$ cat config.mk
export PLATFORM = sky130hd
export DESIGN_NAME = mix_bus_flat
export DESIGN_NICKNAME = d
export VERILOG_FILES = /design/src/verilog/dsp_pkg.sv /design/src/verilog/dsp_reg_if.sv /design/src/verilog/mix_bus.sv /design/src/flat_wrapper.sv
export SDC_FILE = /design/constraint.sdc
export NUM_CORES = 1
export LEC_CHECK = 0
export BUFFER_PORTS_ARGS = -buffer_cell sky130_fd_sc_hd__buf_2
export CAP_MARGIN = 10
export CELL_PAD_IN_SITES_DETAIL_PLACEMENT = 1
export CELL_PAD_IN_SITES_GLOBAL_PLACEMENT = 1
export CORE_ASPECT_RATIO = 0.7
export CORE_MARGIN = 2
export CORE_UTILIZATION = 49
export CTS_BUF_LIST = sky130_fd_sc_hd__clkbuf_8
export DETAILED_ROUTE_END_ITERATION = 8
export PLACE_DENSITY = 0.94
export SLEW_MARGIN = 20
export SYNTH_ARGS = -nofsm -noshare
export SYNTH_HDL_FRONTEND = slang
export SYNTH_SLANG_ARGS = --single-unit
export TNS_END_PERCENT = 10
$ cat constraint.sdc
create_clock -name clk -period 19.55 [get_ports clk]
set_clock_uncertainty 0.15 [all_clocks]
set_input_delay 0 -clock clk [delete_from_list [all_inputs] [get_ports clk]]
set_output_delay 0 -clock clk [all_outputs]
set_load 0.01 [all_outputs]
$ cat src/verilog/dsp_pkg.sv
/*
 * Shared widths, register addresses, address target enum
 * and the 16/15-bit saturation functions of the mixer
 */
`default_nettype none

package dsp_pkg;

    localparam int VOICE_PCM_W = 15;  // Voice sample and scaled voice
    localparam int MIX_W       = 16;  // Bus and output sample
    localparam int VOL_W       = 8;   // All volume registers, signed
    localparam int ADDR_W      = 7;
    localparam int MAX_VOICES  = 8;
    localparam int SAT_IN_W    = 32;  // Widest value the clamps accept

    // ------------------------------
    // Register map
    // ------------------------------
    localparam logic [3:0] REG_VOL_L = 4'h0;  // Low nibble, per voice
    localparam logic [3:0] REG_VOL_R = 4'h1;

    localparam logic [ADDR_W-1:0] ADDR_MVOL_L = 7'h0c;
    localparam logic [ADDR_W-1:0] ADDR_MVOL_R = 7'h1c;
    localparam logic [ADDR_W-1:0] ADDR_FLG    = 7'h6c;
    localparam logic [ADDR_W-1:0] ADDR_UNUSED = 7'h1d;
    localparam logic [ADDR_W-1:0] ADDR_EON    = 7'h4d;

    localparam logic [7:0] FLG_RESET    = 8'he0;  // Reset, mute and echo-off set
    localparam int         FLG_MUTE_BIT = 6;

    typedef enum logic [2:0] {
        DT_VOL_L_X,
        DT_VOL_R_X,
        DT_MVOL_L,
        DT_MVOL_R,
        DT_FLG,
        DT_UNUSED,
        DT_EON,
        DT_NONE
    } dsp_target_t;

    // ------------------------------
    // Saturation
    // ------------------------------
    function automatic logic signed [MIX_W-1:0] sat16(input logic signed [SAT_IN_W-1:0] v);
        if (v > 32'sh7fff) begin
            sat16 = 16'sh7fff;
        end else if (v < -32'sh8000) begin
            sat16 = 16'sh8000;
        end else begin
            sat16 = v[MIX_W-1:0];
        end
    endfunction

    function automatic logic signed [VOICE_PCM_W-1:0] sat15(
        input logic signed [SAT_IN_W-1:0] v
    );
        if (v > 32'sh3fff) begin
            sat15 = 15'sh3fff;
        end else if (v < -32'sh4000) begin
            sat15 = 15'sh4000;
        end else begin
            sat15 = v[VOICE_PCM_W-1:0];
        end
    endfunction

endpackage

`default_nettype wire

$ cat src/verilog/dsp_reg_if.sv
/*
 * Register values from the register file to the
 * voice, mix and master stages
 */
`timescale 1ns/1ps
`default_nettype none

interface dsp_reg_if
    import dsp_pkg::*;
#(
    parameter int NUM_VOICES = 8
) ();

    logic signed [VOL_W-1:0] vol_l [NUM_VOICES];  // Per-voice volume
    logic signed [VOL_W-1:0] vol_r [NUM_VOICES];
    logic signed [VOL_W-1:0] mvol_l;              // Main volume
    logic signed [VOL_W-1:0] mvol_r;
    logic                    mute;                // FLG bit 6
    logic [NUM_VOICES-1:0]   echo_en;             // EON, one bit per voice

    modport regs (
        output vol_l, vol_r, mvol_l, mvol_r, mute, echo_en
    );

    modport voice (input vol_l, vol_r);

    modport mix (input echo_en);

    modport master (input mvol_l, mvol_r, mute);

endinterface

`default_nettype wire

$ cat src/verilog/mix_bus.sv
/*
 * Stage 2: sums the audible voices into the main bus and
 * the echo-send bus, each saturated to 16 bits
 */
`timescale 1ns/1ps
`default_nettype none

module mix_bus
    import dsp_pkg::*;
#(
    parameter int NUM_VOICES = 8
) (
    input  logic                          clk,
    input  logic                          reset,
    input  logic signed [VOICE_PCM_W-1:0] chsound_l [NUM_VOICES],
    input  logic signed [VOICE_PCM_W-1:0] chsound_r [NUM_VOICES],
    input  logic [NUM_VOICES-1:0]         sound_off,
    dsp_reg_if.mix                        regs,
    output logic signed [MIX_W-1:0]       sum_l,
    output logic signed [MIX_W-1:0]       sum_r,
    output logic signed [MIX_W-1:0]       echo_l,
    output logic signed [MIX_W-1:0]       echo_r
);

    localparam int SUM_W = MIX_W + 2;  // 8 x 0x3FFF plus sign

    logic signed [SUM_W-1:0] main_l_raw, main_r_raw;
    logic signed [SUM_W-1:0] echo_l_raw, echo_r_raw;

    // ------------------------------
    // Masked sums
    // ------------------------------
    always_comb begin
        main_l_raw = '0;
        main_r_raw = '0;
        echo_l_raw = '0;
        echo_r_raw = '0;
        for (int i = 0; i < NUM_VOICES; i++) begin
            if (!sound_off[i]) begin
                main_l_raw += chsound_l[i];
                main_r_raw += chsound_r[i];
                if (regs.echo_en[i]) begin  // Echo send only for EON voices
                    echo_l_raw += chsound_l[i];
                    echo_r_raw += chsound_r[i];
                end
            end
        end
    end

    always_ff @(posedge clk) begin
        if (reset) begin
            sum_l  <= '0;
            sum_r  <= '0;
            echo_l <= '0;
            echo_r <= '0;
        end else begin
            sum_l  <= sat16(main_l_raw);
            sum_r  <= sat16(main_r_raw);
            echo_l <= sat16(echo_l_raw);
            echo_r <= sat16(echo_r_raw);
        end
    end

endmodule

`default_nettype wire

$ cat src/flat_wrapper.sv
// flat-port wrapper written by rule: the top's interface ports become plain ports
module mix_bus_flat import dsp_pkg::*;
#(
    parameter int NUM_VOICES = 8
)
  (clk, reset, chsound_l, chsound_r, sound_off, sum_l, sum_r, echo_l, echo_r, regs_echo_en);
  dsp_reg_if #(.NUM_VOICES(NUM_VOICES)) regs_i ();
  input  logic clk;
  input  logic reset;
  input  logic signed [VOICE_PCM_W-1:0] chsound_l[NUM_VOICES];
  input  logic signed [VOICE_PCM_W-1:0] chsound_r[NUM_VOICES];
  input  logic [NUM_VOICES-1:0] sound_off;
  output logic signed [MIX_W-1:0] sum_l;
  output logic signed [MIX_W-1:0] sum_r;
  output logic signed [MIX_W-1:0] echo_l;
  output logic signed [MIX_W-1:0] echo_r;
  input wire logic [$bits(regs_i.echo_en)-1:0] regs_echo_en;
  assign regs_i.echo_en = regs_echo_en;
  mix_bus #(.NUM_VOICES(NUM_VOICES)) u_core (.clk(clk), .reset(reset), .chsound_l(chsound_l), .chsound_r(chsound_r), .sound_off(sound_off), .regs(regs_i), .sum_l(sum_l), .sum_r(sum_r), .echo_l(echo_l), .echo_r(echo_r));
endmodule
After elaboration in Yosys (flattened, before gate mapping)

Index checks and enable logic that the tools add are counted.

Flip-flop bits (word level): 64
Bits in latches: 0
Bits in writable memories: 0
Memory bits (read-only): 0
Input bits: 258
Output and inout port bits: 64
Word-level logic and storage cells: 104
Memories kept: 0

Add/sub/neg operators: 28
$mul: 0
Divide/modulo/power cells: 0
$lt $le $gt $ge: 8
Equality and inequality tests: 0
Shifts and indexed selects: 0
Muxes and demuxes: 56
Bitwise gates (word level): 0
Reductions and logical operators: 4

Operators with widths:

| kind                                                                   | count |
|---|---|
| 18-bit 2-to-1 mux                                                      | 48 |
| 18-bit by 15-bit adder with 18-bit output                              | 28 |
| 18-bit by 16-bit > comparator with 1-bit output, second input constant | 4 |
| 18-bit by 16-bit < comparator with 1-bit output, second input constant | 4 |
| 16-bit 2-to-1 mux                                                      | 4 |
| 15-bit 2-to-1 mux                                                      | 4 |
| 2-bit OR reduction                                                     | 4 |

Logic depth before layout (Yosys ltp)

Gate-level depths: netlist of the first run.

Depth in word-level cells: 26
Gate-level depth with buffers: 65
Gate-level depth less buffers: 62

Least setup slack after synthesis of the first run

No wires, ideal clock.

Path kind: input to register
Start point: in sound_off[0]
End point: reg u_core.echo_l[10]
Data arrival time: 10.789 ns
Required time: 19.276 ns
Slack: 8.486 ns
Stages: 63
Cell sequence: buf_4 > clkbuf_1 > nor2b_1 > nand2_1 > inv_1 > ha_1 > inv_1 > fa_1 > or3b_1 > a221oi_2 > nand2_1 > xor2_1 > o21ai_0 > ha_1 > nand4b_1 > nand2_1 > nor2_1 > xor2_1 > [... 27 more ...] > ha_1 > a21o_1 > a31o_2 > xor2_1 > nand2_1 > o21ai_0 > ha_1 > o21ai_0 > o21ai_0 > a211oi_1 > o21ai_0 > xnor2_1 > nor2_1 > xnor3_1 > xnor3_1 > o21ai_1 > buf_2 > o21ai_0

Cells in the longest elaborated chain, start to end: 25
Elaborated cells on any way between the ends: 26

RTL lines:

| item                                            | RTL line           | source |
|---|---|---|
| start: declaration                              | flat_wrapper.sv:12 | `input logic [NUM_VOICES-1:0] sound_off;` |
| 18-bit 2-to-1 mux (*)                           | mix_bus.sv:39      | `if (!sound_off[i]) begin` |
| 18-bit by 15-bit adder with 18-bit output       | mix_bus.sv:43      | `echo_l_raw += chsound_l[i];` |
| 18-bit 2-to-1 mux                               | mix_bus.sv:42      | `if (regs.echo_en[i]) begin` |
| 18-bit 2-to-1 mux (*)                           | mix_bus.sv:39      |  |
| 18-bit by 15-bit adder with 18-bit output       | mix_bus.sv:43      |  |
| 18-bit 2-to-1 mux                               | mix_bus.sv:42      |  |
| 18-bit 2-to-1 mux (*)                           | mix_bus.sv:39      |  |
| 18-bit by 15-bit adder with 18-bit output       | mix_bus.sv:43      |  |
| [... 9 more ...]                                | --                 |  |
| 18-bit 2-to-1 mux                               | mix_bus.sv:42      |  |
| 18-bit 2-to-1 mux (*)                           | mix_bus.sv:39      |  |
| 18-bit by 15-bit adder with 18-bit output       | mix_bus.sv:43      |  |
| 18-bit 2-to-1 mux                               | mix_bus.sv:42      |  |
| 18-bit 2-to-1 mux (*)                           | mix_bus.sv:39      |  |
| 18-bit by 16-bit < comparator with 1-bit output | dsp_pkg.sv:48      | `end else if (v < -32'sh8000) begin` |
| 16-bit 2-to-1 mux                               | dsp_pkg.sv:48      |  |
| 15-bit 2-to-1 mux (*)                           | dsp_pkg.sv:46      | `if (v > 32'sh7fff) begin` |
| end signal: assignment                          | mix_bus.sv:59      | `echo_l <= sat16(echo_l_raw);` |
| end: declaration                                | mix_bus.sv:21      | `output logic signed [MIX_W-1:0] echo_l,` |

Every way passes the cells marked *; elsewhere a longest branch is shown, timed or not.
A chain may end at the register's enable or synchronous reset.

Worst setup path after layout of the first run

Start point: in sound_off[0]
End point: reg u_core.echo_l[7]

The elaborated chain is that of the path after synthesis.

==> metrics.md, run 1 <==
| Metric | Value |
|---|---|
| Post-synth EDFFs | 0 |
| Period utilization | 72.8% |
| Final worst slack | 5.31 ns |
| Status | completed |
| Final nets | 5113 |
| Vias | 33400 |
| Final Cell Area | between 30000 and 40000 um2 |
| Most used cell, CP | ha_1 |
| Post-DP Area | 31900 um2 |
| Die Span Y | ~210 um |
| Worst Path Required | 19.55 ns |
| Fin util | 53.7% |
| Bufs on Longest Clock Path | 2 |
| Cell Pwr Density | 131 nW/um2 |
| # DRC | 0 |
| Gr usage total | 34.8% |
| IO Port Bufs | between 300 and 400 |
| Die Area | 62300 um2 |
| Synthesized area per cell | 7.15 um2 |
| Core area | between 50000 and 60000 um2 |
| Worst slew margin | 26.4% |
| Post-Layout Cell Count | 5179 |
| Post-synthesis register bit count | 64 |
| Leak Pwr | 0.0154 uW |
| Crit path max-delay family | compound AO/OA/AOI/OAI gates |
| Post-synthesis cell type count | around 110 |
| Number of global-route vias before repair | 34500 |
| Post-route antenna net violation count | 0 |
| Highest clock rate | 70.2 MHz |
| Endpoints failing setup | 0 |
| Slowest Stage Delay on Critical Path | 0.81 ns |
| H-tree depth | 3 |
| CTS Buf Count | 9 |
| WP buf/inv | 8 |
| Sink Count | 64 |
| Fraction of registers with async set/reset | 0% |
| Worst Path Max Fanout | 37 |
| Max-cap violation count | 0 |
| Slowest cell on the critical path | o21ai_1 |
| Setup TNS Final | 0 ns |
| Global-route wire length before repair | 179000 um |
| Yosys warnings | 0 |
| Placed Instances | 5157 |
| CP Class | in -> reg |
| Starting Density | 49.4% |
| Wire length per cell | 21.7 um |
| Worst IR Drop VDD | 0.0734 mV |
| CP arrival | around 14 ns |
| Starting DRT DRC Count | about 2600 |
| Top post-synthesis cells by area | ha_1, a21oi_1, xnor2_1 |
| RSZ-0062 raised after global routing | no |
| CP endpoint kind | flop |
| Num ports | 322 |
| Pins Over Slew Limit | 0 |
| CTS tree | done |
| Mapped Nets | 4883 |
| GPL Wtd Cong | 0.955 |
| Router iterations before antenna repair | 5 |
| Antenna violations before repair | 5 |
| Gr ovfl total | 0 |
| Post-Place Worst Slack | 5.35 ns |
| Largest net degree at the start of global routing | 53 |
| Prevailing post-synth register cell | dfxtp_1 |
| Post-CTS Setup Repair Bufs | 0 |
| Worst setup SP type | input port |
| Detail Placement HPWL | 93200 um |
| Synth top area share | 19.7% |
| Cell Rows | 75 |
| Final hold vios | 0 |
| Area grow syn2layout | 8.75% |
| Root Driver | clkbuf_8 |
| Seq/Total Area, Yosys | 4.34% |
| Cells after Synth | 4133 |
| Vias per cell | 6.46 |
| Synth area leader | ha_1 |
| Die Width | 297 um |
| Post-Syn Area | 29500 um2 |
| WL final | 112000 um |
| Layout cells sized above 1 | between 10% and 20% |
| Reg clk slew, reported paths | 0.09 ns |
| Slew @ Worst Pin | 1.10 ns |
| Period minus WS final | 14.24 ns |
| Min-delay worst type | in -> reg |
-- worst min-delay path, stage by stage --
cell	delay [ns]
buf_2	0.10
ha_1	0.12
mux2_2	0.16
mux2i_1	0.07
o21ai_0	0.13
-- area by class of cell --
| class | instances | area (um2) |
|---|---|---|
| inverter | 220 | 826 |
| fill | 7910 | 27700 |
| clock inverter | 6 | 90.1 |
| antenna | 3 | 7.51 |
| clock buffer | 10 | 138 |
| tap | 808 | 1010 |
| timing repair buffer | 349 | 1830 |
| multi-input combinational | 3719 | 26900 |
| sequential | 64 | 1280 |
-- report_power, final --
group / switching, uW / internal (uW) / leakage [uW] / total, uW
Combinational: 2270 / 1580 / 0.0147 / 3860
Sequential: 17.1 / 204 / 0.000536 / 221
Clock: 63.1 / 76.0 / 0.000113 / 139
-- placed cells by master (no fill, tap or decap), drive strengths merged, types with 14 or more instances in the layout --
| master | instances |
|---|---|
| a211o | 19 |
| a211oi | 79 |
| a21boi | 17 |
| a21o | 184 |
| a21oi | 386 |
| a221oi | 18 |
| a31oi | 56 |
| and2 | 36 |
| and3 | 33 |
| buf | 346 |
| dfxtp | 64 |
| fa | 28 |
| ha | 464 |
| inv | 222 |
| mux2 | 99 |
| mux2i | 47 |
| nand2 | 331 |
| nand2b | 73 |
| nand3 | 57 |
| nand4 | 26 |
| nor2 | 364 |
| nor2b | 92 |
| nor3 | 83 |
| nor4 | 17 |
| o211ai | 42 |
| o21a | 98 |
| o21ai | 359 |
| o21bai | 45 |
| o31a | 14 |
| o31ai | 39 |
| or2 | 15 |
| or3 | 35 |
| xnor2 | 205 |
| xor2 | 133 |
-- flip-flops by register name, summed over array words and instances, names as in the netlist --
signal / cells
u_core.sum_l: 16
u_core.echo_r: 16
u_core.echo_l: 16
u_core.sum_r: 16
-- routing by layer --
metal,part of all wire [%],up-vias,GRT usage [%],wire length [um]
met2,46,1232,58.5,51300
li1,-,15800,-,-
met1,43,16100,45.1,48800
met4,4.3,4,14.5,4780
met3,6.6,309,4.13,7470
met5,0.016,-,0,18
-- cell families after synthesis --
logic type      share of synthesized area [%]
buf+inv                                  4.57
compound gates                           33.9
mux                                      5.40
fa+ha+maj                                21.7
xor+xnor                                 10.5
simple gates                             19.6
flops                                    4.34
-- synthesized netlist by cell type, drive strengths merged, types with 9 or more instances --
| master | count |
|---|---|
| xnor2 | 205 |
| o211a | 11 |
| o22ai | 9 |
| a31oi | 56 |
| mux2i | 47 |
| nand3b | 11 |
| or3 | 35 |
| o31ai | 39 |
| nor4 | 17 |
| o21ai | 359 |
| o31a | 14 |
| mux2 | 99 |
| o211ai | 42 |
| xor2 | 133 |
| dfxtp | 64 |
| nor2b | 92 |
| o2111ai | 10 |
| a2111oi | 12 |
| nand4 | 26 |
| a221oi | 18 |
| o311ai | 9 |
| nor3 | 83 |
| a21o | 184 |
| a211oi | 79 |
| nand2b | 73 |
| o21bai | 45 |
| buf | 33 |
| fa | 28 |
| a21oi | 386 |
| and3 | 33 |
| and2 | 36 |
| o21a | 98 |
| or2 | 15 |
| nor2 | 364 |
| nor3b | 13 |
| ha | 464 |
| a31o | 13 |
| nand2 | 331 |
| nand3 | 57 |
| inv | 220 |
| a21boi | 17 |
| a211o | 19 |
| clkbuf | 97 |
-- path summary, 6_finish.rpt --
path | start | to | cells after the start
min | chsound_l[15] | u_core.sum_l[0] | 5
max | sound_off[0] | u_core.echo_l[7] | 61
-- per-stage QoR --
step / total power, uW / hold slack (ns)
3_5_place_dp: 3940 / 0.245
3_3_place_gp: 3740 / 0.243
2_1_floorplan: 3050 / 0.149
5_1_grt: 4580 / 0.123
6_report: 4220 / 0.0818
4_1_cts: 4130 / 0.0924
-- what timing repair did --
action                                 CTS  global route
resized for setup                        0             0
hold buffers                             3             0
endpoints found under the hold margin   10             0
No activity file was read; power rests on OpenSTA's default activity.
==> run 2: changes to the inputs <==
- CORE_UTILIZATION: 49 -> 41
- PLACE_DENSITY: 0.94 -> 0.84
- clock period: 19.55 -> 11.65 ns (I/O delays scaled with it)
==> metrics.md, run 2 (synthesis gave the netlist of run 1 again) <==
| Metric | Value |
|---|---|
| Leak Pwr | 0.0167 uW |
| Period utilization | 99.2% |
| Antenna violations before repair | 13 |
| Pins Over Slew Limit | 0 |
| Cell Pwr Density | 225 nW/um2 |
| Sink Count | 64 |
| Slowest Stage Delay on Critical Path | 0.43 ns |
| H-tree depth | 3 |
| Router iterations before antenna repair | 5 |
| Placed Instances | 5515 |
| Crit path max-delay family | compound AO/OA/AOI/OAI gates |
| Min-delay worst type | in -> reg |
| CP arrival | 11.66 ns |
| Final hold vios | 0 |
| Area grow syn2layout | 18.8% |
| Commonest non-fill, non-tap cell in the layout | ha_1 |
| RSZ-0062 raised after global routing | yes |
| Bufs on Longest Clock Path | 2 |
| Period minus WS final | 11.55 ns |
| Layout cells sized above 1 | 20.4% |
| Worst Path Required | between 10 and 15 ns |
| IO Port Bufs | 321 |
| Max-cap violation count | 0 |
| GPL Wtd Cong | 0.946 |
| Starting DRT DRC Count | 2489 |
| Slew @ Worst Pin | 0.888 ns |
| WL final | about 120000 um |
| Crit path capture | u_core.sum_l[12] |
| Endpoints failing setup | 0 |
| Number of global-route vias before repair | between 30000 and 40000 |
| Reg clk slew, reported paths | 0.08 ns |
| Final nets | 5359 |
| Post-Layout Cell Count | 5589 |
| Largest net degree at the start of global routing | 54 |
| Vias per cell | 6.09 |
| WP buf/inv | 6 |
| Gr ovfl total | 0 |
| Status | completed |
| Global-route wire length before repair | around 180000 um |
| Critical path launch point | sound_off[0] |
| Cell Rows | 82 |
| CTS Buf Count | 9 |
| Core area | 71400 um2 |
| Worst Path Max Fanout | 8 |
| Fin util | 49.1% |
| Root Driver | clkbuf_8 |
| Starting Density | 41.4% |
| Highest clock rate | about 87 MHz |
| Critical Path Stages | 58 |
| Die Span Y | between 200 and 250 um |
| # DRC | 0 |
| Vias | 34000 |
| Worst IR Drop VDD | 0.146 mV |
| Wire length per cell | 21.3 um |
| Post-route antenna net violation count | 0 |
| Most used cell, CP | ha_1 |
| CP Class | in -> reg |
| Num ports | 322 |
| CTS tree | done |
| Worst setup SP type | input port |
| Die Area | 74200 um2 |
| Gr usage total | 29.8% |
| Detail Placement HPWL | 97900 um |
| Worst slew margin | between 40 and 50% |
| Die Width | roughly 320 um |
| CP endpoint kind | flop |
| Slowest cell on the critical path | or3_1 |
| Commonest non-fill, non-tap cells in the layout | ha_1, nor2_1, a21oi_1 |
==> run 2: cell count changes in the layout (fill, tap and decap cells not counted), moves of 15 or more <==
| cell | delta |
|---|---|
| buf_4 | +237 |
| o21ai_0 | -36 |
| a21oi_1 | -31 |
| a21oi_2 | +31 |
| o21ai_1 | +25 |
| ha_1 | -21 |
| a211oi_1 | -15 |
==> run 2: layer usage <==
| metal | GRT usage, % | vias up | share of wire [%] |
|---|---|---|---|
| met1 | 39.9 | 16600 | 45 |
| met5 | 0 | - | 0.023 |
| met3 | 2.61 | 201 | 5.1 |
| met4 | 8.98 | 4 | 3.5 |
| li1 | - | 16300 | - |
| met2 | 50.6 | 952 | 46 |
==> run 2: report_power, final <==
| part | switching (uW) | leakage (uW) | internal, uW | total, uW |
|---|---|---|---|---|
| registers | 30.7 | 0.000536 | 342 | 373 |
| clock network | 102 | 0.000112 | 125 | 227 |
| logic | 4030 | 0.0161 | 3270 | 7300 |
| total | 4160 | 0.0167 | 3740 | 7900 |
==> run 2: what timing repair did <==
| item | in CTS | in global routing |
|---|---|---|
| setup endpoints to repair | 45 | 64 |
| hold buffers | 3 | 0 |
| gates resized for setup | 16 | 194 |
| pin swaps | 3 | 37 |
| hold endpoints to repair | 9 | 0 |
| buffers inserted | 3 | 40 |
| gates cloned | 0 | 3 |
==> run 2: layout make-up <==
class                           count  area, um2
Fill cell                        9216      36300
Multi-Input combinational cell   3719      27800
Timing Repair Buffer              595       3760
Sequential cell                    64       1280
Tap cell                          966       1210
Inverter                          220        826
Clock buffer                       10        138
Clock inverter                      6       82.6
Antenna cell                        9       22.5
==> run 2: worst min-delay path by stage <==
stage                     from          endpoint  slack [ns]  depth (start not counted)
4_1_cts          chsound_l[15]   u_core.sum_l[0]         0.1                          5
6_report         chsound_l[15]   u_core.sum_l[0]        0.09                          5
3_5_place_dp   u_core.sum_r[2]          sum_r[2]        0.25                          1
2_1_floorplan     chsound_r[0]   u_core.sum_r[0]        0.15                          3
5_1_grt          chsound_l[11]  u_core.sum_l[11]        0.14                          6
3_3_place_gp   u_core.sum_r[0]          sum_r[0]        0.24                          1
==> run 2: stage by stage <==
step	setup WS, ns	power (uW)	hold slack (ns)	TNS (ns)	area [um2]
detailed placement	-0.794	7020	0.246	-28.66	33600
global route	-0.301	8590	0.143	-11.10	35100
finish	0.0952	7900	0.0910	0	35100
floorplan	0.586	5120	0.149	0	29500
CTS	0.00750	7340	0.0974	0	33900
global placement	-0.470	6750	0.243	-10.19	33600
